## src/termPkg.sv

```systemverilog
// Package with character constants, message types, argument union, EPP status type and hex conversion
package termPkg;

	// Width of the EPP bus, of every character and of both operands
	localparam int dataW = 8;

	// Line end characters sent after the banner, the second digit echo and the result
	localparam logic [dataW-1:0] crChar = 8'h0D;
	localparam logic [dataW-1:0] lfChar = 8'h0A;

	// ----------------------------------------
	// Message requests from the sequencer
	// ----------------------------------------
	typedef enum logic [2:0] {
		msgBanner,
		msgXPrompt,
		msgYPrompt,
		msgEcho,
		msgEchoEol,
		msgResult
	} msgIdT;

	// Divider output, quotient in the upper byte
	typedef struct packed {
		logic [dataW-1:0] quotient;
		logic [dataW-1:0] remainder;
	} divResultT;

	// One argument word; result messages see quotient and remainder,
	// echo messages see a pad byte and the typed character
	typedef union packed {
		divResultT result;
		struct packed {
			logic [dataW-1:0] pad;
			logic [dataW-1:0] echoChar;
		} echo;
	} msgArgT;

	typedef struct packed {
		logic  valid;
		msgIdT id;
		msgArgT arg;
	} msgReqT;

	// Status byte as the terminal program polls it
	typedef struct packed {
		logic [3:0] zero;
		logic       setIn;
		logic       clrOut;
		logic       rdyIn;
		logic       rdyOut;
	} eppStatusT;

	// ----------------------------------------
	// Hex conversion
	// ----------------------------------------
	// Nibble to uppercase digit, "A" minus ten is 8'h37
	function automatic logic [dataW-1:0] hexToAscii(input logic [3:0] nib);
		if (nib < 4'd10) begin
			return 8'h30 + {4'h0, nib};
		end
		return 8'h37 + {4'h0, nib};
	endfunction

	// Both cases give the same nibble, anything else reads as zero
	function automatic logic [3:0] asciiToHex(input logic [dataW-1:0] c);
		if (c >= "0" && c <= "9") begin
			return c[3:0];
		end
		if ((c >= "A" && c <= "F") || (c >= "a" && c <= "f")) begin
			return c[3:0] + 4'd9;
		end
		return 4'h0;
	endfunction

endpackage

```

## src/hexDivider.sv

```systemverilog
// Eight-bit sequential restoring divider with start, done and acknowledge
`timescale 1ns/10ps

module hexDivider (
	input  logic                      board_clk,
	input  logic                      Reset,
	input  logic [termPkg::dataW-1:0] dividend,
	input  logic [termPkg::dataW-1:0] divisor,
	input  logic                      start,
	output logic                      done,
	output termPkg::divResultT        result,
	input  logic                      ack
);
	logic running;
	logic load;
	logic [2:0] count;
	// Quotient builds up in the shifted dividend register
	logic [7:0] quo;
	logic [7:0] rem;
	logic [8:0] partial;
	logic [9:0] diff;

	assign load = start && !running && !done;
	// Bring down the next dividend bit and try the subtraction
	assign partial = {rem, quo[7]};
	assign diff = {1'b0, partial} - {2'b00, divisor};

	always_ff @(posedge board_clk, posedge Reset) begin
		if (Reset) begin
			running <= 1'b0;
			done <= 1'b0;
			count <= 3'd0;
		end else if (load) begin
			running <= 1'b1;
			count <= 3'd0;
		end else if (running) begin
			count <= count + 3'd1;
			// Eighth step sets done, nine cycles after start
			if (count == 3'd7) begin
				running <= 1'b0;
				done <= 1'b1;
			end
		end else if (ack) begin
			done <= 1'b0;
		end
	end

	always_ff @(posedge board_clk) begin
		if (load) begin
			quo <= dividend;
			rem <= 8'h00;
		end else if (running) begin
			// Negative difference restores, divisor zero never goes negative
			if (diff[9]) begin
				rem <= partial[7:0];
				quo <= {quo[6:0], 1'b0};
			end else begin
				rem <= diff[7:0];
				quo <= {quo[6:0], 1'b1};
			end
		end
	end

	assign result = '{quotient: quo, remainder: rem};

endmodule

```

## config.mk

```make
export PLATFORM = sky130hd
export DESIGN_NAME = hexDivider
export DESIGN_NICKNAME = d
export VERILOG_FILES = /design/src/termPkg.sv /design/src/hexDivider.sv
export SDC_FILE = /design/constraint.sdc
export NUM_CORES = 1
export LEC_CHECK = 0
export BUFFER_PORTS_ARGS = -buffer_cell sky130_fd_sc_hd__buf_2
export CAP_MARGIN = 20
export CORE_MARGIN = 2
export CORE_UTILIZATION = 55
export DETAILED_ROUTE_END_ITERATION = 8
export GPL_ROUTABILITY_DRIVEN = 0
export PLACE_DENSITY = 0.8
export SLEW_MARGIN = 20
export SYNTH_ARGS = -nofsm -noshare
export SYNTH_HDL_FRONTEND = slang
export SYNTH_SLANG_ARGS = --single-unit
```

## constraint.sdc

```tcl
create_clock -name board_clk -period 4 [get_ports board_clk]
set_input_delay 0.2 -clock board_clk [delete_from_list [all_inputs] [get_ports board_clk]]
set_output_delay 0.2 -clock board_clk [all_outputs]
set_load 0.01 [all_outputs]
```

# [Yosys cells after proc, flatten, opt, wreduce, memory -nomap -nowiden]
# Index checks and enable logic that the tools add are counted.
[totals] input_bits=20 output_inout_bits=17 wordCells=29 reg_bits=21
[classes] addsub=2 muxes=12 n_reduce_logical=7 eq_ne=2 bitwise_logic=1
[op_table] cell="$mux 8" n=3
[op_table] cell="$sub 9x8->10" n=1
[op_table] cell="$mux 1" n=7
[op_table] cell="$mux 3" n=2
[op_table] cell="$reduce_bool 2->1" n=2
[op_table] cell="$add 3x1->3 const B" n=1
[op_table] cell="$eq 3x3->1 const B" n=1
[op_table] cell="$reduce_and 3->1" n=1
[op_table] cell="$logic_and 1x1->1" n=2
[op_table] cell="$logic_not 1->1" n=2
[op_table] cell="$ne 2x1->1 const B" n=1
[op_table] cell="$not 1->1" n=1

# [Depth between registers and ports, before layout]
[logic_depth] word_depth=5 ltp_mapped=9

# [Worst setup path after synthesis]
# Ideal clock, no wire load.
[synth_path] path_kind="register to register" from="register rem[5]" to="register quo[0], data pin" path_buffers=2 t_required_ns=3.740 path_stages_with_launch=8 arrival_time_ns=1.729 synth_period_minus_slack_ns=1.989 setup_slack_ns=2.011 path_cell_list="dfxtp_1 -> ha_1 -> buf_2 -> a21oi_1 -> o221ai_1 -> or2_4 -> buf_12 -> mux2_2"
[synth_between] elab_chain_len=4
[synth_lines] element="start: declaration" line="hexDivider.sv:19" rtl="logic [7:0] rem;"
[synth_lines] element="start signal: assignment" line="hexDivider.sv:55" rtl="rem <= partial[7:0];"
[synth_lines] element="start signal: assignment" line="hexDivider.sv:58" rtl="rem <= diff[7:0];"
[synth_lines] element="$sub 9x8->10" line="hexDivider.sv:26" rtl="assign diff = {1'b0, partial} - {2'b00, divisor};"
[synth_lines] element="$mux 1" line="hexDivider.sv:54" rtl="if (diff[9]) begin"
[synth_lines] element="$mux 8" line="hexDivider.sv:52" rtl="end else if (running) begin"
[synth_lines] element="$mux 8" line="hexDivider.sv:49" rtl="if (load) begin"
[synth_lines] element="end signal: assignment" line="hexDivider.sv:50" rtl="quo <= dividend;"
[synth_lines] element="end signal: assignment" line="hexDivider.sv:56" rtl="quo <= {quo[6:0], 1'b0};"
[synth_lines] element="end signal: assignment" line="hexDivider.sv:59" rtl="quo <= {quo[6:0], 1'b1};"
[synth_lines] element="end: declaration" line="hexDivider.sv:18" rtl="logic [7:0] quo;"
# Every way passes these cells. The select of a mux whose other input is x is not followed.
# A chain may end at the register's enable or synchronous reset.

# [Worst setup path in the final report]
[layout_path] from="register rem[4]" to="register rem[6]"
[layout_between] elab_chain_len=2
[layout_lines] element="$sub 9x8->10" line="hexDivider.sv:26"
[layout_lines] element="$mux 8" line="hexDivider.sv:54"
# Every way passes these cells.

==> run_results.csv <==
group,metric,value,unit
clocking,cts_inserted_buffers,3,
pwr,p_per_area,895.6,mW/mm^2
clocking,post_cts_buffers,0,
yosys,synth_nets,159,
min_path,hold_end,"done$_DFFE_PP0P_",
sta,fmaxAchievable,0.4691,GHz
global_routing,grt_max_degree,13,
critical_path,required,4.20,ns
routing,vias,1055,
yosys,synth_top_area_share,18.41,%
routing,finalWirelength,2.707,mm
sta,fin_crit_sh,53.29,%
sta,fin_setup_tns,0,ns
clocking,root_buffer,"clkbuf_4",
routing,wl_per_cell,14.17,um
critical_path,r2r_setup_slack,1.87,ns
critical_path,r2r_cells,6,
clocking,clk_latency,0.30,ns
layout,fin_area,0.001513,mm^2
layout,diodes,0,
min_path,hold_class,"input port to flop",
min_path,whs_path_depth,2,
outcome,status,"finished clean",
layout,syn_to_final_growth,15.92,%
floorplanning,coreArea,0.002233,mm^2
sta,rsz0062_at_grt,"no",
min_path,hp-start,"ack",
sta,finalHoldViolCount,0,
yosys,avgSynthCellArea,10.20,um^2
floorplanning,die-area,0.002778,mm^2
clocking,cts_tree,"built",
global_routing,first_global_vias,989,
routing,route.detailed.drc,0,
clocking,cts.sinks,21,
sta,fin_skew,0.002100,ns
critical_path,r2r-start,"rem[4]$_SDFFE_PP0P_",
sta,tightest_slew,0.8833,ns
sta,setup_viol,0,
routing,first_iter_violations,16,
yosys,syn_area,0.001305,mm^2
routing,drt-vias-per-instance,5.524,
yosys,synth_edf_count,8,
critical_path,r2r-end,"rem[6]$_SDFFE_PP0P_",
yosys,ys_seq_area_share,40.27,%
pwr,p_leak,0.7378,nW
floorplanning,io_pins,37,
yosys,yosysWarningCount,0,
floorplanning,initial_core_util,58.43,%
global_routing,track_usage,20.68,%
pwr,peakVddDrop,0.5732,mV
yosys,ys_seq_elements,21,
critical_path,cp-end-kind,"flop",
global_routing,grt_overflow,0,
global_routing,antenna_found_initial,0,
floorplanning,fp.dieH,52.71,um
run,cap_violations,0,
pwr,p_total,1.355,mW
critical_path,cp-start-kind,"flop",
routing,first_pass_iters,5,
placed_design,port-buffer-count,36,
critical_path,crit_arrival,2.33,ns
sta,min_period,2.132,ns
clocking,cts.reportedPaths.clkPinSlew,0.11,ns
yosys,netlist_instances,128,
sta,relSlewSlack,41.11,%
global_routing,grt_pass1_wl,4.209,mm
yosys,synth_flop_cell,"edfxtp_1",
critical_path,critPathKind,"flop to flop",
yosys,synth.distinct_cells,40,
clocking,htree_levels,1,
floorplanning,die_w,52.71,um
sta,slew_viol_final,0,
routing,antenna_left,0,
critical_path,critical_path.max_fanout,11,
placed_design,dp_hpwl,2.146,mm
yosys,yosys.area.top_type,"edfxtp_1",
placed_design,placed_cell_area,0.001476,mm^2
floorplanning,rows,17,
yosys,async_flop_share,23.81,%
layout,nets,195,
yosys,synth_area_leaders,"edfxtp_1 (18%), dfxtp_1 (12%), dfrtp_1 (9.6%)",
layout,drive_gt1_share,31.29,%
clocking,postCtsResizedCells,0,
clocking,clock_path_buffers,2,
-- per-layer routing --
metal,routed length (um),part of all wire (%),global-route usage [%]
met5,0,0,0
met4,27,1.0,7.692
met3,104,3.8,2.857
met2,1331,49,34.79
met1,1243,46,26.76
-- metrics by stage --
step	utilization (%)	std cells	worst slack, ns	hold slack [ns]
finish	67.73	191	1.868	0.08409
global route	67.73	191	1.774	0.09410
CTS	67.73	191	1.876	0.07679
detailed placement	66.11	186	1.908	0.1023
global placement	66.11	186	1.938	0.09575
floorplan	-	128	2.011	-0.02148
-- what timing repair did --
item | 4_1_cts | 5_1_grt
hold buffers | 1 | 0
endpoints found under the hold margin | 5 | 0
endpoints found under the setup margin | 0 | 0
-- power by group --
group          switching, mW  leakage (nW)  internal [mW]
Combinational          0.428         0.519          0.374
Clock                 0.0617        0.0150         0.0389
Sequential            0.0904         0.204          0.361
Total                  0.580         0.738          0.774
-- how the worst max path moves through the flow --
stage	end	depth (start not counted)	slack (ns)	start
after detailed placement	rem[6]$_SDFFE_PP0P_	6	1.91	rem[4]$_SDFFE_PP0P_
after global placement	rem[6]$_SDFFE_PP0P_	6	1.94	rem[4]$_SDFFE_PP0P_
after floorplan	quo[0]$_DFFE_PP_	7	2.01	rem[5]$_SDFFE_PP0P_
after global routing	rem[6]$_SDFFE_PP0P_	6	1.77	rem[4]$_SDFFE_PP0P_
final	rem[6]$_SDFFE_PP0P_	6	1.87	rem[4]$_SDFFE_PP0P_
after CTS	rem[6]$_SDFFE_PP0P_	6	1.88	rem[4]$_SDFFE_PP0P_
-- worst max-delay path: stages, from the launching register on --
cell	delay (ns)
dfxtp_1	0.36
ha_1	0.44
nand4_1	0.15
a2111oi_2	0.38
or2_4	0.29
nand4_2	0.12
a32o_1	0.29
-- cells by family after synthesis --
group	count (synthesis)	share of synthesized area, %
compound gates	32	17.26
xor+xnor	4	2.685
fa+ha+maj	11	11.12
buf+inv	23	8.245
flops	21	40.27
mux	13	10.74
simple gates	24	9.685
-- synthesized netlist by cell type, types with 2 or more instances --
cell	n
inv_1	17
nor2_1	5
a31o_1	2
edfxtp_1	8
dfrtp_1	5
a311o_1	2
nand3_1	2
xor2_1	3
mux2i_1	5
a21oi_1	9
o21ai_0	4
clkbuf_1	3
dfxtp_1	8
nand2_1	7
mux2_2	8
o21ai_1	3
nand2b_1	2
ha_1	10
a22o_1	4
-- flip-flops by register name, indices dropped and copies added, names as in the netlist --
register	cells
count	3
rem	8
done	1
quo	8
running	1
-- placed cells by master, fill, tap and decap left out, drive strengths merged, types with 4 or more instances in the layout --
cell,netlist,final
clkbuf,3,4
edfxtp,8,8
inv,17,17
dfxtp,8,8
mux2,8,8
o21ai,7,7
ha,10,10
nand2,7,7
a22o,4,4
mux2i,5,5
a21oi,9,9
nor2,5,5
dfrtp,5,5
buf,3,36
-- area by class of cell --
class / instances / area, um^2
clock buffer: 4 / 26.28
fill: 195 / 720.7
inverter: 17 / 63.81
multi-input combinational: 84 / 671.9
sequential: 21 / 525.5
tap: 28 / 35.03
timing repair buffer: 37 / 190.2
No activity file was read; power rests on OpenSTA's default activity.
