===== src/termPkg.sv =====
// Package with character constants, message types, argument union, EPP status type and hex conversion
package termPkg;

	// Width of the EPP bus, of every character and of both operands
	localparam int dataW = 8;

	// Line end characters sent after the banner, the second digit echo and the result
	localparam logic [dataW-1:0] crChar = 8'h0D;
	localparam logic [dataW-1:0] lfChar = 8'h0A;

	// ----------------------------------------
	// Message requests from the sequencer
	// ----------------------------------------
	typedef enum logic [2:0] {
		msgBanner,
		msgXPrompt,
		msgYPrompt,
		msgEcho,
		msgEchoEol,
		msgResult
	} msgIdT;

	// Divider output, quotient in the upper byte
	typedef struct packed {
		logic [dataW-1:0] quotient;
		logic [dataW-1:0] remainder;
	} divResultT;

	// One argument word; result messages see quotient and remainder,
	// echo messages see a pad byte and the typed character
	typedef union packed {
		divResultT result;
		struct packed {
			logic [dataW-1:0] pad;
			logic [dataW-1:0] echoChar;
		} echo;
	} msgArgT;

	typedef struct packed {
		logic  valid;
		msgIdT id;
		msgArgT arg;
	} msgReqT;

	// Status byte as the terminal program polls it
	typedef struct packed {
		logic [3:0] zero;
		logic       setIn;
		logic       clrOut;
		logic       rdyIn;
		logic       rdyOut;
	} eppStatusT;

	// ----------------------------------------
	// Hex conversion
	// ----------------------------------------
	// Nibble to uppercase digit, "A" minus ten is 8'h37
	function automatic logic [dataW-1:0] hexToAscii(input logic [3:0] nib);
		if (nib < 4'd10) begin
			return 8'h30 + {4'h0, nib};
		end
		return 8'h37 + {4'h0, nib};
	endfunction

	// Both cases give the same nibble, anything else reads as zero
	function automatic logic [3:0] asciiToHex(input logic [dataW-1:0] c);
		if (c >= "0" && c <= "9") begin
			return c[3:0];
		end
		if ((c >= "A" && c <= "F") || (c >= "a" && c <= "f")) begin
			return c[3:0] + 4'd9;
		end
		return 4'h0;
	endfunction

endpackage


===== src/dialogSeq.sv =====
// Dialog sequencer that prompts, echoes and gathers the operands, runs the divider and requests the result
`timescale 1ns/10ps

module dialogSeq (
	input  logic                      board_clk,
	input  logic                      Reset,
	input  logic [termPkg::dataW-1:0] rxChar,
	input  logic                      rxFull,
	output logic                      rxTake,
	output termPkg::msgReqT           msgReq,
	input  logic                      msgBusy,
	output logic [termPkg::dataW-1:0] dividend,
	output logic [termPkg::dataW-1:0] divisor,
	output logic                      start,
	input  logic                      done,
	input  termPkg::divResultT        result,
	output logic                      ack
);
	// Steps run in this order, the last one returns to the x prompt
	typedef enum logic [3:0] {
		stBanner, stXPrompt, stXHi, stXLo, stYPrompt, stYHi, stYLo,
		stStart, stWaitDone, stResult, stAck
	} stepT;

	stepT step;
	logic advance;
	// A typed character is there and the sender can take its echo
	logic charReady;
	logic [3:0] nibble;

	assign charReady = rxFull && !msgBusy;
	assign nibble = termPkg::asciiToHex(rxChar);

	// ----------------------------------------
	// Step decode
	// ----------------------------------------
	always_comb begin
		msgReq = '0;
		rxTake = 1'b0;
		start = 1'b0;
		ack = 1'b0;
		advance = 1'b0;
		case (step)
			stBanner: begin
				msgReq.id = termPkg::msgBanner;
				msgReq.valid = !msgBusy;
				advance = !msgBusy;
			end
			stXPrompt: begin
				msgReq.id = termPkg::msgXPrompt;
				msgReq.valid = !msgBusy;
				advance = !msgBusy;
			end
			stYPrompt: begin
				msgReq.id = termPkg::msgYPrompt;
				msgReq.valid = !msgBusy;
				advance = !msgBusy;
			end
			// First digit is echoed alone, the character goes out as typed
			stXHi, stYHi: begin
				msgReq.id = termPkg::msgEcho;
				msgReq.arg.echo.echoChar = rxChar;
				msgReq.valid = charReady;
				rxTake = charReady;
				advance = charReady;
			end
			stXLo, stYLo: begin
				msgReq.id = termPkg::msgEchoEol;
				msgReq.arg.echo.echoChar = rxChar;
				msgReq.valid = charReady;
				rxTake = charReady;
				advance = charReady;
			end
			stStart: begin
				start = 1'b1;
				advance = 1'b1;
			end
			stWaitDone: advance = done;
			// Sender latches the result, so ack may follow right away
			stResult: begin
				msgReq.id = termPkg::msgResult;
				msgReq.arg.result = result;
				msgReq.valid = !msgBusy;
				advance = !msgBusy;
			end
			stAck: begin
				ack = 1'b1;
				advance = 1'b1;
			end
			default: advance = 1'b1;
		endcase
	end

	always_ff @(posedge board_clk, posedge Reset) begin
		if (Reset) begin
			step <= stBanner;
		end else if (advance) begin
			if (step >= stAck) begin
				step <= stXPrompt;
			end else begin
				step <= stepT'(step + 4'd1);
			end
		end
	end

	// Operand nibbles, high digit typed first
	always_ff @(posedge board_clk) begin
		if (rxTake) begin
			case (step)
				stXHi: dividend[7:4] <= nibble;
				stXLo: dividend[3:0] <= nibble;
				stYHi: divisor[7:4] <= nibble;
				stYLo: divisor[3:0] <= nibble;
				default: ;
			endcase
		end
	end

endmodule


===== config.mk =====
export PLATFORM = sky130hd
export DESIGN_NAME = dialogSeq
export DESIGN_NICKNAME = d
export VERILOG_FILES = /design/src/termPkg.sv /design/src/dialogSeq.sv
export SDC_FILE = /design/constraint.sdc
export NUM_CORES = 1
export LEC_CHECK = 0
export BUFFER_PORTS_ARGS = -buffer_cell sky130_fd_sc_hd__clkbuf_2
export CAP_MARGIN = 20
export CORE_ASPECT_RATIO = 2
export CORE_MARGIN = 8
export CORE_UTILIZATION = 38
export CTS_CLUSTER_DIAMETER = 150
export CTS_CLUSTER_SIZE = 28
export DETAILED_ROUTE_END_ITERATION = 8
export PLACE_DENSITY = 0.72
export SYNTH_ARGS = -nofsm -noshare
export SYNTH_HDL_FRONTEND = slang
export SYNTH_SLANG_ARGS = --single-unit

===== constraint.sdc =====
create_clock -name board_clk -period 3.1 [get_ports board_clk]
set_clock_uncertainty 0.1 [all_clocks]
set_input_delay 0 -clock board_clk [delete_from_list [all_inputs] [get_ports board_clk]]
set_output_delay 0 -clock board_clk [all_outputs]
set_load 0.01 [all_outputs]

After elaboration in Yosys (flattened, before gate mapping). Cells that the tools add are included. Widths: inputs -> output; s select.

Bits in latches: 0. Input bits: 29. Register bits after elaboration: 20. RAM bits: 0. ROM bits: 0. Memories kept: 0.

$mul: 0. Eq/ne operators: 10. Bitwise logic cells: 0. Reduce and logical (&&, ||, !) cells: 15. Order comparisons: 7. Add/sub/neg operators: 2. Multiplexer cells: 15. Divide/modulo/power cells: 0. Shift operators: 0.

Operator list (number): $pmux 4 s6 (1); $mux 4 (5); $eq 4x3->1 const B (4); $ge 8x7->1 const B (2); $le 8x7->1 const B (2); $pmux 8 s2 (1); $eq 4x4->1 const B (3); $eq 4x2->1 const B (2); $ge 8x6->1 const B (1); $le 8x6->1 const B (1); $mux 8 (1); $reduce_and 2->1 (4); $reduce_or 4->1 (2); $mux 1 (6); $add 4x1->4 const B (1); $add 4x4->4 const B (1); $eq 4x1->1 const B (1); $ge 4x4->1 const B (1); $logic_and 1x1->1 (4); $logic_not 4->1 (1); $reduce_or 2->1 (2); $pmux 1 s3 (1); $logic_not 1->1 (1); $logic_or 1x1->1 (1).

Logic depth before layout (Yosys ltp).
Depth after elaboration: 7. Depth in mapped cells: 7. Depth with buffers taken out: 7.

Worst setup path after synthesis. OpenSTA, ideal clock, no wires.

Path kind: reg-to-reg. Start: register step[1]. End: register dividend[4] in the netlist's numbering (enable). Data arrival time: 1.654 ns. Slack: 0.984 ns. Cell stages (with the launch flop): 7. Required time: 2.639 ns. Clock period less this slack: 2.116 ns. Cells stage by stage: dfrtp_1 -> inv_1 -> ha_1 -> nand2_1 -> a31oi_4 -> nand3b_1 -> nor3_1.

Cells in the longest elaborated chain, start to end: 4. Elaborated cells on any way between the ends: 7. Classes of those cells: eq/ne (4); mux (1); reduce/logical (2).

Ends and longest elaborated chain: from (decl) (RTL line dialogSeq.sv:25) `stepT step;`; from (signal assigned) (RTL line dialogSeq.sv:96) `step <= stBanner;`; from (signal assigned) (RTL line dialogSeq.sv:99) `step <= stXPrompt;`; from (signal assigned) (RTL line dialogSeq.sv:101) `step <= stepT'(step + 4'd1);`; $eq 4x3->1 (tied with other cells) (RTL line dialogSeq.sv:43) `case (step)`; $reduce_or 4->1 (no line); $mux 1 (RTL line dialogSeq.sv:43); $reduce_and 2->1 (no line) (*); to (decl) (RTL line dialogSeq.sv:12) `output logic [termPkg::dataW-1:0] dividend,`.

Every way passes the cells marked *; elsewhere a longest branch is shown, timed or not. A chain may end at the register's enable or synchronous reset.

Worst setup path after layout.
Start: register step[1]. End: register dividend[5] in the netlist's numbering (enable).

The elaborated chain is that of the path after synthesis.

==> results.py <==
metrics = {
    "outcome": {
        "outcome": "finished clean",
    },
    "sta": {
        "fin_setup_tns_ns": 0,
        "fin_crit_sh": 0.779,
        "tightest_slew_ns": 0.542,
        "maxClockFrequency_ghz": 0.414,
        "hold_viol_final": 0,
        "slew_violations": 0,
        "slew_headroom": 0.636,
        "rsz0062_at_grt": "no",
        "min_period_ns": 2.41,
        "setup_viol": 0,
    },
    "critical_path": {
        "reg2reg_to": "dividend[5]",
        "r2r_setup_slack_ns": 0.69,
        "cpPeakStageDelay_ns": 0.45,
        "r2r-start": "step[1]",
        "crit_path_start": "step[1]",
        "crit_required_ns": 2.89,
        "crit_chain": "inv_1, ha_1, nand2_1, a31oi_4, nand3b_1, nor3_1",
        "reg2reg_depth": 6,
        "endpoint": "dividend[5]",
        "worst_path_max_delay_cell": "nor3_1",
        "critPathLaunchType": "register",
        "end_kind": "register",
        "arrival_ns": 2.20,
        "worstPathMaxFanout": 10,
        "path_class": "reg2reg",
    },
    "synthesis": {
        "synth_top_area_share": 0.372,
        "synth.avg_cell_area_sq_um": 11.2,
        "syn_area_sq_um": 1290,
        "synth_ff_type": "edfxtp_1",
        "yosys_warnings": 0,
        "synth-seq-cells": 20,
        "yosysMostFrequentCell": "edfxtp_1",
        "synth_xor_area_frac": 0,
        "seq_area_frac_synth": 0.450,
        "synth_top_family_by_area": "compound AO/OA/AOI/OAI gates",
        "yosys.area_share.simple": 0.193,
        "synthMuxAreaShare": 0.00776,
        "synth_commonest_cells": "edfxtp_1, a22o_1, and2_1, inv_1",
        "syn_inst": 115,
        "synth_largest_area_cell": "edfxtp_1",
        "synth_area_leaders": "edfxtp_1, dfrtp_1, a22o_1",
        "postSynth.asyncResetShare": 0.200,
        "synth-adder-area-share": 0.0679,
        "synth.distinct_cells": 38,
        "synth_compound_area_frac": 0.229,
        "synth_edf_count": 16,
        "syn_nets": 151,
    },
    "die": {
        "dieWidth_um": 57.2,
        "row_count": 30,
        "coreArea_sq_um": 3300,
        "die_h_um": 98.4,
        "start_util": 0.391,
        "die_area_sq_um": 5630,
        "boundaryPins": 68,
    },
    "global_route": {
        "grt_pass1_wl_um": 5290,
        "grt_max_degree": 18,
        "grtUsageTotal": 0.111,
        "grt.overflow.total": 0,
        "antenna_found_initial": 0,
        "grt_pass1_vias": 1213,
    },
    "detailed_routing": {
        "drtIter0Drc": 10,
        "firstDrtPassIters": 4,
        "wl_um": 3200,
        "avgRoutedWirePerCell_um": 14.9,
        "ant_nets": 0,
        "drc": 0,
        "routed_via_density": 5.32,
        "vias": 1144,
    },
    "clock_tree": {
        "cts.clk_slew.worst_paths_ns": 0.07,
        "htree_levels": 1,
        "numCtsBuffers": 3,
        "cts_resized": 0,
        "cts_tree": "built",
        "clkLatencyLatePin_ns": 0.25,
        "ctsLongestPathBuffers": 2,
        "clockRootBuffer": "clkbuf_8",
        "cts.sinks": 20,
    },
    "place": {
        "place.port_buffers": 67,
        "gp_congestion": 0.835,
        "place_hpwl_um": 2690,
    },
    "layout": {
        "post_route_cells_drive_above_1_share": 0.437,
        "nNetsFinal": 220,
        "diodes": 0,
        "fill_cells": 330,
        "area_growth_pct": 31.8,
    },
    "power": {
        "p_leak_nw": 0.825,
        "total_power_mw": 1.29,
        "p_per_area_nw_per_um2": 760,
        "peakVddDrop_uv": 619,
    },
    "flow_run": {
        "maxCapViolations": 0,
    },
    "worst_hold_path": {
        "hold_class": "in2async",
    },
}
==> worst min path at each step <==
| stage | to | slack (ns) |
|---|---|---|
| final | step[0] | 0.06 |
| after global routing | step[3] | 0.08 |
| after CTS | step[3] | 0.06 |
| after detailed placement | step[2] | -0.23 |
| after global placement | step[2] | -0.23 |
| after floorplan | step[0] | -0.33 |
==> registers in the layout (all words and copies together), names as in the netlist <==
signal and flops:
divisor 8, dividend 8, step 4
==> critical path: cells and delay by family (launching register included) <==
kind                       cells  cell delay [ns]
and+or+nand+nor                3             0.74
buffers and inverters          1             0.13
DFF                            1             0.43
adders and majority gates      1             0.27
AOI/OAI and AO/OA              1             0.38
==> metal layers <==
layer	track usage	vias to the layer above	wire length, um
li1	-	561	-
met1	0.123	522	1300
met2	0.176	57	1510
met3	0.0610	4	361
met4	0.0327	0	26
met5	0	-	0
==> per-stage QoR <==
| stage | area (sq um) | worst slack, ns | util | hold WS [ns] | cells |
|---|---|---|---|---|---|
| 6_report | 1700 | 0.685 | 0.515 | 0.0571 | 215 |
| 5_1_grt | 1700 | 0.438 | 0.515 | 0.0793 | 215 |
| 4_1_cts | 1700 | 0.676 | 0.515 | 0.0630 | 215 |
| 3_5_place_dp | 1640 | 0.691 | 0.495 | -0.226 | 210 |
| 3_3_place_gp | 1640 | 0.774 | 0.495 | -0.230 | 210 |
| 2_1_floorplan | 1290 | 0.984 | - | -0.334 | 115 |
==> logic make-up after synthesis <==
group,after synthesis
AO/OA/AOI/OAI,30
adder cells (fa/ha/maj),7
buffers and inverters,14
flip-flops,20
multiplexers,1
AND/OR/NAND/NOR,43
==> cell type report <==
class / count / area [sq um] / share of cell area
sequential: 20 / 581 / 0.341
timing repair buffer: 68 / 345 / 0.203
clock buffer: 4 / 55.1 / 0.0324
multi-input combinational: 81 / 642 / 0.377
tap: 32 / 40.0 / 0.0235
inverter: 10 / 37.5 / 0.0221
==> power breakdown <==
group | internal, mW | leakage (nW) | switching [mW]
sequential | 0.323 | 0.195 | 0.0532
clock | 0.113 | 0.0288 | 0.0746
combinational | 0.326 | 0.602 | 0.403
==> cells in the final DEF (no fill, tap or decap), drive strengths merged <==
| master | instances |
|---|---|
| ha | 7 |
| edfxtp | 16 |
| nand3b | 1 |
| a21o | 1 |
| a31oi | 2 |
| a2111oi | 1 |
| nor3 | 3 |
| nand2 | 7 |
| o21a | 2 |
| nor4b | 1 |
| a211oi | 1 |
| a21oi | 2 |
| o21ai | 3 |
| a22o | 10 |
| nand3 | 4 |
| o211ai | 2 |
| nor2 | 6 |
| dlygate4sd3 | 1 |
| and2 | 10 |
| inv | 10 |
| or3b | 1 |
| dfrtp | 4 |
| nand2b | 3 |
| mux2i | 1 |
| or3 | 1 |
| a41o | 1 |
| a21boi | 1 |
| and3 | 6 |
| o21bai | 1 |
| o32ai | 2 |
| o22a | 1 |
| clkbuf | 71 |
==> repair_timing <==
item / CTS / global route
endpoints found under the hold margin: 4 / 0
setup buffers: 0 / 0
hold buffers: 1 / 0
Power figures use the tool's default switching activity.
