`config.mk`:
```
export PLATFORM = sky130hd
export DESIGN_NAME = msgSender
export DESIGN_NICKNAME = d
export VERILOG_FILES = /design/src/termPkg.sv /design/src/msgSender.sv
export SDC_FILE = /design/constraint.sdc
export NUM_CORES = 1
export LEC_CHECK = 0
export ABC_AREA = 1
export BUFFER_PORTS_ARGS = -buffer_cell sky130_fd_sc_hd__buf_2
export CELL_PAD_IN_SITES_DETAIL_PLACEMENT = 0
export CELL_PAD_IN_SITES_GLOBAL_PLACEMENT = 1
export CORE_UTILIZATION = 45
export CTS_BUF_LIST = sky130_fd_sc_hd__clkbuf_4 sky130_fd_sc_hd__clkbuf_8
export DETAILED_ROUTE_END_ITERATION = 16
export GPL_TIMING_DRIVEN = 0
export PLACE_DENSITY = 0.89
export SYNTH_ARGS = -nofsm -noshare
export SYNTH_HDL_FRONTEND = slang
export SYNTH_SLANG_ARGS = --single-unit
```
`constraint.sdc`:
```
create_clock -name board_clk -period 4.5 [get_ports board_clk]
set_input_delay 0.9 -clock board_clk [delete_from_list [all_inputs] [get_ports board_clk]]
set_output_delay 0.9 -clock board_clk [all_outputs]
set_load 0.01 [all_outputs]
```
`src/termPkg.sv`:
```
// Package with character constants, message types, argument union, EPP status type and hex conversion
package termPkg;

	// Width of the EPP bus, of every character and of both operands
	localparam int dataW = 8;

	// Line end characters sent after the banner, the second digit echo and the result
	localparam logic [dataW-1:0] crChar = 8'h0D;
	localparam logic [dataW-1:0] lfChar = 8'h0A;

	// ----------------------------------------
	// Message requests from the sequencer
	// ----------------------------------------
	typedef enum logic [2:0] {
		msgBanner,
		msgXPrompt,
		msgYPrompt,
		msgEcho,
		msgEchoEol,
		msgResult
	} msgIdT;

	// Divider output, quotient in the upper byte
	typedef struct packed {
		logic [dataW-1:0] quotient;
		logic [dataW-1:0] remainder;
	} divResultT;

	// One argument word; result messages see quotient and remainder,
	// echo messages see a pad byte and the typed character
	typedef union packed {
		divResultT result;
		struct packed {
			logic [dataW-1:0] pad;
			logic [dataW-1:0] echoChar;
		} echo;
	} msgArgT;

	typedef struct packed {
		logic  valid;
		msgIdT id;
		msgArgT arg;
	} msgReqT;

	// Status byte as the terminal program polls it
	typedef struct packed {
		logic [3:0] zero;
		logic       setIn;
		logic       clrOut;
		logic       rdyIn;
		logic       rdyOut;
	} eppStatusT;

	// ----------------------------------------
	// Hex conversion
	// ----------------------------------------
	// Nibble to uppercase digit, "A" minus ten is 8'h37
	function automatic logic [dataW-1:0] hexToAscii(input logic [3:0] nib);
		if (nib < 4'd10) begin
			return 8'h30 + {4'h0, nib};
		end
		return 8'h37 + {4'h0, nib};
	endfunction

	// Both cases give the same nibble, anything else reads as zero
	function automatic logic [3:0] asciiToHex(input logic [dataW-1:0] c);
		if (c >= "0" && c <= "9") begin
			return c[3:0];
		end
		if ((c >= "A" && c <= "F") || (c >= "a" && c <= "f")) begin
			return c[3:0] + 4'd9;
		end
		return 4'h0;
	endfunction

endpackage

```
`src/msgSender.sv`:
```
// Message sender that formats one requested message and feeds it to the EPP port character by character
`timescale 1ns/10ps

module msgSender (
	input  logic                      board_clk,
	input  logic                      Reset,
	input  termPkg::msgReqT           msgReq,
	output logic                      msgBusy,
	output logic [termPkg::dataW-1:0] txChar,
	output logic                      txLoad,
	input  logic                      txReady
);
	termPkg::msgIdT msgId;
	termPkg::msgArgT msgArg;
	// Position of the character now offered to the port
	logic [3:0] idx;
	logic [3:0] lastIdx;
	logic accept;
	logic [termPkg::dataW-1:0] qHi;
	logic [termPkg::dataW-1:0] qLo;
	logic [termPkg::dataW-1:0] rHi;
	logic [termPkg::dataW-1:0] rLo;

	// New request is taken only while idle
	assign accept = !msgBusy && msgReq.valid;
	// One character per handshake, rdyIn drops on the next edge
	assign txLoad = msgBusy && txReady;

	always_ff @(posedge board_clk) begin
		if (accept) begin
			msgId <= msgReq.id;
			msgArg <= msgReq.arg;
		end
	end

	always_ff @(posedge board_clk, posedge Reset) begin
		if (Reset) begin
			msgBusy <= 1'b0;
			idx <= 4'd0;
		end else if (accept) begin
			msgBusy <= 1'b1;
			idx <= 4'd0;
		end else if (txLoad) begin
			// Busy drops on the edge that loads the last character
			if (idx == lastIdx) begin
				msgBusy <= 1'b0;
			end else begin
				idx <= idx + 4'd1;
			end
		end
	end

	// ----------------------------------------
	// Message length and text table
	// ----------------------------------------
	always_comb begin
		case (msgId)
			termPkg::msgBanner: lastIdx = 4'd9;
			termPkg::msgXPrompt, termPkg::msgYPrompt: lastIdx = 4'd6;
			termPkg::msgEchoEol: lastIdx = 4'd2;
			termPkg::msgResult: lastIdx = 4'd15;
			default: lastIdx = 4'd0;
		endcase
	end

	// Result digits come straight from the union argument
	assign qHi = termPkg::hexToAscii(msgArg.result.quotient[7:4]);
	assign qLo = termPkg::hexToAscii(msgArg.result.quotient[3:0]);
	assign rHi = termPkg::hexToAscii(msgArg.result.remainder[7:4]);
	assign rLo = termPkg::hexToAscii(msgArg.result.remainder[3:0]);

	always_comb begin
		// Unmatched entries show up as a visible marker on the terminal
		txChar = "%";
		case (msgId)
			termPkg::msgBanner: begin
				case (idx)
					4'd0: txChar = " ";
					4'd1: txChar = "D";
					4'd2, 4'd4: txChar = "i";
					4'd3: txChar = "v";
					4'd5: txChar = "d";
					4'd6: txChar = "e";
					4'd7: txChar = "r";
					4'd8: txChar = termPkg::crChar;
					default: txChar = termPkg::lfChar;
				endcase
			end
			termPkg::msgXPrompt, termPkg::msgYPrompt: begin
				case (idx)
					4'd1: txChar = (msgId == termPkg::msgXPrompt) ? "X" : "Y";
					4'd2: txChar = "i";
					4'd3: txChar = "n";
					4'd5: txChar = "=";
					default: txChar = " ";
				endcase
			end
			termPkg::msgEcho: txChar = msgArg.echo.echoChar;
			termPkg::msgEchoEol: begin
				case (idx)
					4'd0: txChar = msgArg.echo.echoChar;
					4'd1: txChar = termPkg::crChar;
					default: txChar = termPkg::lfChar;
				endcase
			end
			termPkg::msgResult: begin
				// " Q = qq R = rr" then the line end
				case (idx)
					4'd1: txChar = "Q";
					4'd3, 4'd10: txChar = "=";
					4'd5: txChar = qHi;
					4'd6: txChar = qLo;
					4'd8: txChar = "R";
					4'd12: txChar = rHi;
					4'd13: txChar = rLo;
					4'd14: txChar = termPkg::crChar;
					4'd15: txChar = termPkg::lfChar;
					default: txChar = " ";
				endcase
			end
			default: ;
		endcase
	end

endmodule

```
# Word level (Yosys, flattened, before mapping)
# Memories as Yosys holds them, arrays and structs flattened.
# Index checks and enable logic that the tools add are counted.
[classes] n_addsub=9 mul=0 n_div=0 order_cmp=4 n_eq_ne=18 shifts=0 muxes=24 bitwise=0 n_reduce_logical=11
[ops] operator="8-bit case mux with 9 select lines" n=1
[ops] operator="8-bit 2-to-1 mux" n=8
[ops] operator="6-bit by 4-bit adder with 7-bit output (first input constant)" n=8
[ops] operator="8-bit case mux with 5 select lines" n=1
[ops] operator="7-bit case mux with 4 select lines" n=1
[ops] operator="4-bit equality test (second input constant)" n=6
[ops] operator="4-bit < comparator (second input constant)" n=4
[ops] operator="4-bit case mux with 4 select lines" n=1
[ops] operator="8-bit case mux with 2 select lines" n=1
[ops] operator="4-bit 2-to-1 mux" n=3
[ops] operator="4-bit by 2-bit equality test with 1-bit output (second input constant)" n=2
[ops] operator="4-bit by 3-bit equality test with 1-bit output (second input constant)" n=2
[ops] operator="1-bit 2-to-1 mux" n=8
[ops] operator="3-bit by 2-bit equality test with 1-bit output (second input constant)" n=2
[ops] operator="3-bit equality test (second input constant)" n=2
[ops] operator="4-bit by 1-bit adder with 4-bit output (second input constant)" n=1
[ops] operator="4-bit by 1-bit equality test with 1-bit output (second input constant)" n=1
[ops] operator="4-bit equality test" n=1
[ops] operator="4-bit zero test" n=1
[ops] operator="2-bit AND reduction" n=2
[ops] operator="2-bit nonzero test" n=2
[ops] operator="2-bit OR reduction" n=2
[ops] operator="3-bit by 1-bit equality test with 1-bit output (second input constant)" n=1
[ops] operator="3-bit zero test" n=1
[ops] operator="3 further kinds" n=4
[word_totals] reg_bits=24 latchBits=0 ram_bits=0 mem_bits_ro=112 inputBits=23 out_inout_bits=10 mem_count=1
[mem_list] name="(name not given)" words=16 word_bits=7 read_ports=1 rd_ports_with_merged_regs=0 write_ports=0 line="msgSender.sv:77" rtl="case (idx)"

# Depth between registers and ports, before layout
# Gate-level depths: netlist of the first run.
[depth] word_depth=7 depth_mapped=11 mapped_depth_nobuf=11

# Least setup slack after synthesis of the first run
# No wires, ideal clock.
[synth_timing] kind="register to output" startpoint="register idx[0]" endpoint="output txChar[0] (netlist name)" arrival_ns=1.511 t_required_ns=3.600 setup_slack_ns=2.089 path_stages_with_launch=11 n_path_buf=0 cell_sequence="dfrtp_1 > inv_1 > ha_1 > inv_1 > nor2_2 > inv_1 > a21oi_1 > o21ai_0 > nand3_1 > o21ai_0 > nand2_1"
[synth_via] elab_chain_len=4 elab_cells_between_ends=18 cone_classes="eq/ne (11); mux (4); reduce/logical (2); memory (1)"
[synth_lines] item="start, declared" line="msgSender.sv:16" rtl="logic [3:0] idx;"
[synth_lines] item="start signal, assigned" line="msgSender.sv:48" rtl="idx <= idx + 4'd1;"
[synth_lines] item="4-bit by 2-bit equality test with 1-bit output or 4-bit equality test (tied branches)" line="msgSender.sv:90, msgSender.sv:108"
[synth_lines] item="2-bit OR reduction" line="msgSender.sv:108" rtl="case (idx)"
[synth_lines] item="8-bit case mux with 9 select lines" line="msgSender.sv:108"
[synth_lines] item="8-bit case mux with 5 select lines (*)" line="msgSender.sv:75" rtl="case (msgId)"
[synth_lines] item="end, declared" line="msgSender.sv:9" rtl="output logic [termPkg::dataW-1:0] txChar,"
# Mark *: on every way between the ends. The rest lies on a longest branch, timed or not.

# Worst setup path in the final report of the first run
[layout_timing] startpoint="register idx[0]" endpoint="output txChar[5] (netlist name)"
# The elaborated chain is that of the path after synthesis.

==> results of run 1 <==
==> layer usage <==
| layer | vias up | GRT usage |
|---|---|---|
| met3 | 5 | 0.01974 |
| met2 | 91 | 0.3174 |
| met5 | - | 0 |
| li1 | 1051 | - |
| met1 | 895 | 0.3738 |
| met4 | 0 | 0.06888 |
==> worst max path at each step <==
stage | startpoint | to | slack, ns | cells past startpoint
finish | idx[0] | txChar[5] | 1.34 | 10
global route | idx[0] | txChar[5] | 1.13 | 10
CTS | idx[0] | txChar[5] | 1.37 | 10
detailed placement | idx[0] | txChar[5] | 1.67 | 10
global placement | idx[0] | txChar[5] | 1.67 | 10
floorplan | idx[0] | txChar[0] | 2.09 | 10
==> final cells by class <==
class,count,area [µm²],share of cell area
inverters,49,183.9,0.07985
flip-flops and latches,24,695.7,0.3020
clock buffers,3,41.29,0.01793
repair buffers,32,160.2,0.06953
plain buffers,1,5.005,0.002173
multi-input cells,220,1125,0.4883
well taps,50,62.56,0.02716
clock inverters,1,30.03,0.01304
==> flip-flops by register name, summed over array words and instances, names as in the netlist <==
signal and count:
idx 4, msgBusy 1, msgArg 16, msgId 3
==> placed cells by master (no fill, tap or decap) <==
master / instances
nand2_1: 82
inv_1: 47
nand3_1: 38
buf_2: 33
o21ai_0: 22
edfxtp_1: 19
nor2_1: 18
a21oi_1: 12
ha_1: 11
nand4_1: 7
nor2_2: 5
nor3_1: 5
dfrtp_1: 5
clkbuf_8: 3
inv_2: 2
nand3b_1: 2
xor2_1: 2
o22ai_1: 2
nand2_2: 2
o21ai_1: 2
o211ai_1: 2
xnor2_1: 2
a31oi_1: 2
nor2_4: 1
a21oi_2: 1
o221ai_1: 1
o211a_1: 1
bufinv_16: 1
==> worst reg2reg max path: cells and delay by family (launching register included) <==
family        cells  cell delay [ns]
simple gates      3             0.95
buf+inv           1             0.24
flops             1             0.42
==> stage by stage <==
stage          setup slack (ns)  total power, mW  hold slack (ns)  instances  utilization
3_3_place_gp              1.669           0.9098           0.5362        376       0.5380
6_report                  1.337            1.101           0.5210        380       0.5559
2_1_floorplan             2.089           0.7419           0.5521        294            -
4_1_cts                   1.375            1.094           0.5278        380       0.5553
5_1_grt                   1.129            1.190           0.5256        380       0.5559
3_5_place_dp              1.675           0.9078           0.5382        376       0.5380
==> logic make-up after synthesis <==
group	count (synthesis)
buffers and inverters	50
adder cells (fa/ha/maj)	11
AO/OA/AOI/OAI	45
XOR/XNOR	4
flip-flops	24
AND/OR/NAND/NOR	160
==> report_power, final <==
part | leakage [nW] | switching (mW) | internal, mW
Clock | 0.0357 | 0.0667 | 0.119
Combinational | 0.924 | 0.383 | 0.199
Sequential | 0.233 | 0.0498 | 0.283
Total | 1.19 | 0.500 | 0.601
==> synthesized netlist by cell type, drive strengths merged <==
| library cell | n | area (µm²) |
|---|---|---|
| dfrtp | 5 | 125.1 |
| nand3 | 38 | 190.2 |
| nand2 | 84 | 320.3 |
| o211a | 1 | 10.01 |
| nor3 | 5 | 25.02 |
| buf | 1 | 5.000 |
| o22ai | 2 | 12.51 |
| nand4 | 7 | 43.79 |
| nand3b | 2 | 15.01 |
| o221ai | 1 | 8.760 |
| ha | 11 | 137.6 |
| a21oi | 13 | 68.82 |
| o21ai | 24 | 120.1 |
| xnor2 | 2 | 17.52 |
| inv | 49 | 183.9 |
| nor2 | 24 | 107.6 |
| o211ai | 2 | 15.01 |
| edfxtp | 19 | 570.6 |
| a31oi | 2 | 12.51 |
| xor2 | 2 | 17.52 |
==> impl_metrics.toml, run 1 <==
[outcome]
status = "finished, final reports clean"

[critical_path]
setup.worst_path.start_class = "flop"
cpMostUsedCell = "nand2_1"
cpPeakStageDelay_ns = 0.48
cp_num_buf_inv = 3
cp_max_fo = 9
reg2reg_from = "msgBusy"
worstReg2RegEnd = "idx[1]"
setup.worst_path.end_class = "primary output"
crit_family = "compound AO/OA/AOI/OAI gates"
cp_slowest_cell = "dfrtp_1"
path_class = "flop to primary output"
r2r_cells = 4
cp.arrival_ns = 2.26
path_cells = "inv_1 -> ha_1 -> inv_1 -> o21ai_0 -> a21oi_1 -> nand4_1 -> nand2_1 -> nand2_1 -> nand2_1 -> buf_2"
r2r_slack_ns = 2.80
critPathRequiredTime_ns = 3.60

[global_routing]
grt_usage = 0.2306
antenna_found_initial = 0
grt_overflow_total = 0
grt_pass1_wl_um = 7790
grt_pass1_vias = 1625
grt_max_degree = 21

[route]
wl_met1_um = 2516
met3RoutedLength_um = 387
top_layer = "met4"
ant_nets = 0
vias = 2042
wl_per_cell_um = 13.16
dr.pass1.iters = 6
drt_iter0_markers = 165
wl_met2_um = 2037
via_per_inst = 5.374
routed_wl_um = 4999
drc_errors = 0

[power_and_ir_drop]
irDropWorstVdd_mv = 0.3865
leakagePower_nw = 1.193
power-per-cell-area_nw_per_um2 = 477.9

[cts]
clkTransAtPathRegs_ns = 0.08
cts_buffers = 3
clock_path_buffers = 2
tritoncts = "done"
cts_resized = 0
clock_latency_ns = 0.27
root_buffer = "clkbuf_8"
htreeDepth = 1
ctsHoldBuffers = 0
clkSinkCount = 24
cts_setup_buffers = 0

[sta]
slew_headroom = 0.3918
final.setup.tns_ns = 0
period_needed_ns = 3.163
worstMarginPinSlew_ns = 0.9114
min_period_over_period = 0.7030
setup_viol = 0
drv_slew = 0
grt_setup_unrepaired = "no"
clock.fmax_mhz = 316.1
skew_ns = 0.001676
hold_viol = 0

[logic_synthesis]
yosysSeqAreaShare = 0.3466
yosys.area_share.xor_xnor = 0.01746
syn-num-nets = 328
synth_top_family_by_area = "simple AND/OR/NAND/NOR gates"
synth_warnings = 0
synthMuxAreaShare = 0
syn_area_um2 = 2007
synth-adder-area-share = 0.06858
synth_cells = 294
synth_compound_area_frac = 0.1234
avgSynthCellArea_um2 = 6.826
yosys.area_share.simple = 0.3498
synthDistinctLibCells = 26
synth-seq-cells = 24

[place]
gp_congestion = 0.9616
io_buffers = 32
dpl-instance-area_um2 = 2230
place.detailed.hpwl_um = 4060

[floorplanning]
start_util = 0.4843
die_w_um = 68.78
die_area_um2 = 4731
ios = 33
rows = 23
die_h_um = 68.78
design.core.area_um2 = 4144

[cells_and_area]
fillCellCount = 415
final_area_um2 = 2303
drive_above_1_share = 0.1455
final_net_count = 365
area_delta_synth_final_pct = 14.78
num_antenna_cells = 0

[hold_path]
hp-class = "primary input to async pin"

[run]
maxCapViolCount = 0
No activity file was read; power rests on OpenSTA's default activity.
==> run 2: changes to the inputs <==
Settings changed: ABC_AREA 1 to 0, CORE_UTILIZATION 45 to 40, PLACE_DENSITY 0.89 to 0.8.
Clock period 4.5 ns to 2.9 ns, I/O delays scaled along.
==> impl_metrics.toml, run 2 <==
[outcome]
status = "finished, final reports clean"

[power_and_ir_drop]
leakagePower_nw = 1.073
total_power_mw = 2.320
irDropWorstVdd_mv = 0.4068
power-per-cell-area_nw_per_um2 = 849.5

[cts]
root_buffer = "clkbuf_8"
clock_latency_ns = 0.27
cts_buffers = 3
tritoncts = "done"
clkTransAtPathRegs_ns = 0.08
clock_path_buffers = 2
htreeDepth = 1
clkSinkCount = 24

[sta]
skew_ns = 0.001889
worstMarginPinSlew_ns = 0.7469
timing.final.ws_setup_ns = 0.05821
drv_slew = 0
hold_ws_ns = 0.1968
final.setup.tns_ns = 0
clock.fmax_mhz = 351.9
slew_headroom = 0.5015
min_period_over_period = 0.9799
setup_viol = 0
hold_viol = 0
period_needed_ns = 2.842

[critical_path]
setup.worst_path.start_class = "flop"
cp.arrival_ns = 2.26
worstReg2RegEnd = "idx[2]"
setup.worst_path.end_class = "primary output"
cpPeakStageDelay_ns = 0.40
r2r_cells = 6
crit_cells = 9
critPathRequiredTime_ns = 2.32
cp_num_buf_inv = 3
cp_slowest_cell = "dfrtp_1"
crit_family = "compound AO/OA/AOI/OAI gates"
reg2reg_from = "msgId[1]"
r2r_slack_ns = 1.15
cp_max_fo = 10
path_cells = "buf_4 -> ha_4 -> buf_6 -> a21oi_2 -> o32ai_2 -> a311oi_2 -> a31oi_2 -> a2111o_1 -> buf_2"
path_class = "flop to primary output"

[logic_synthesis]
avgSynthCellArea_um2 = 8.217
synthDistinctLibCells = 59
syn_area_um2 = 2202
ys_top_cells_by_count = "o21ai_0, nor2_1, nand2_1"
synth_cells = 268
synth_top_area_frac = 0.2591
synth_edf_count = 19
synth-seq-cells = 24
synth_flop_cell = "edfxtp_1"
syn-num-nets = 302
yosysSeqAreaShare = 0.3159
ys_top_cells_by_area = "edfxtp_1, o21ai_0, ha_1"
synth_warnings = 0
synth_most_common_cell = "o21ai_0"
synth.largest_area_cell = "edfxtp_1"
async_flop_share = 0.2083

[cells_and_area]
reg.largest.list = "msgArg: 16 flops, idx: 4 flops, msgId: 3 flops"
fin_util = 0.5248
area_delta_synth_final_pct = 24.03
final_area_um2 = 2731
final_net_count = 348
largest_reg_flops = 16
largest-register = "msgArg"
mostFrequentLayoutCells = "buf_2, nor2_1, nand2_1, o21ai_0, edfxtp_1"
num_antenna_cells = 0
final_common_cell = "buf_2"
drive_above_1_share = 0.2907
fin_cells = 383

[floorplanning]
die_w_um = 76.20
rows = 26
die_h_um = 76.20
die_area_um2 = 5806
ios = 33
start_util = 0.4231
design.core.area_um2 = 5205

[place]
io_buffers = 32
place_ws_ns = -0.1937
gp_congestion = 0.9362
place.detailed.hpwl_um = 4558
dp_cells = 370
dpl-instance-area_um2 = 2450

[global_routing]
grt_max_degree = 21
antenna_found_initial = 0
grt_pass1_wl_um = 10160
grt_pass1_vias = 2093
grt_usage = 0.2196
grt_overflow_total = 0

[route]
wl_per_cell_um = 16.35
drc_errors = 0
wl_met1_um = 2852
routed_wl_um = 6261
met3RoutedLength_um = 396
wl_met2_um = 2867
drt_iter0_markers = 293
top_layer = "met4"
ant_nets = 0
dr.pass1.iters = 5
vias = 2237
via_per_inst = 5.841

[hold_path]
hp-class = "primary input to async pin"

[run]
maxCapViolCount = 0
run 2: changes by cell type in the layout (fill, tap and decap cells not counted), moves of 5 or more:
cell      previous run  this run
nand2_1             82        24
nor2b_1              0         8
nor3_1               5        10
inv_1               47        13
buf_2               33        39
nor2_1              18        25
a211oi_1             0         5
a21oi_1             12        18
buf_4                0        12
nand3_1             38         5
run 2: cell families after synthesis:
| family | after synthesis | synth area share |
|---|---|---|
| compound gates | 86 | 0.2602 |
| xor+xnor | 6 | 0.02386 |
| fa+ha+maj | 11 | 0.06250 |
| buf+inv | 36 | 0.07613 |
| flops | 24 | 0.3159 |
| mux | 8 | 0.03864 |
| simple gates | 97 | 0.2227 |
run 2: timing repair:
item	in CTS	in global routing
pin swaps	6	10
hold buffers	0	0
endpoints found under the setup margin	8	7
setup buffers	5	5
resized for setup	21	29
gates cloned	0	0
run 2: worst max path at each step:
stage / end / slack, ns / from
final: txChar[3] / 0.06 / idx[0]
after global routing: txChar[3] / -0.01 / idx[0]
after CTS: txChar[5] / -0.05 / idx[0]
after detailed placement: txChar[3] / -0.19 / idx[0]
after global placement: txChar[5] / -0.19 / idx[0]
after floorplan: txChar[5] / 0.43 / idx[0]
run 2: layout make-up:
type	count	area (µm²)
plain buffers	18	136.4
clock buffers	4	55.05
fillers	513	2474
inverters	17	70.07
multi-input cells	208	1450
flip-flops and latches	24	696.9
well taps	70	87.58
repair buffers	42	235.2
run 2: routing by layer:
metal | vias to the layer above | GRT usage
met5 | - | 0
met4 | 0 | 0.08654
met3 | 13 | 0.01796
met2 | 95 | 0.3427
met1 | 1049 | 0.3141
li1 | 1080 | -
run 2: report_power, final:
part	switching (mW)	internal (mW)	leakage, nW
Clock	0.104	0.121	0.0288
Sequential	0.0607	0.441	0.229
Combinational	0.930	0.663	0.816
Total	1.09	1.23	1.07
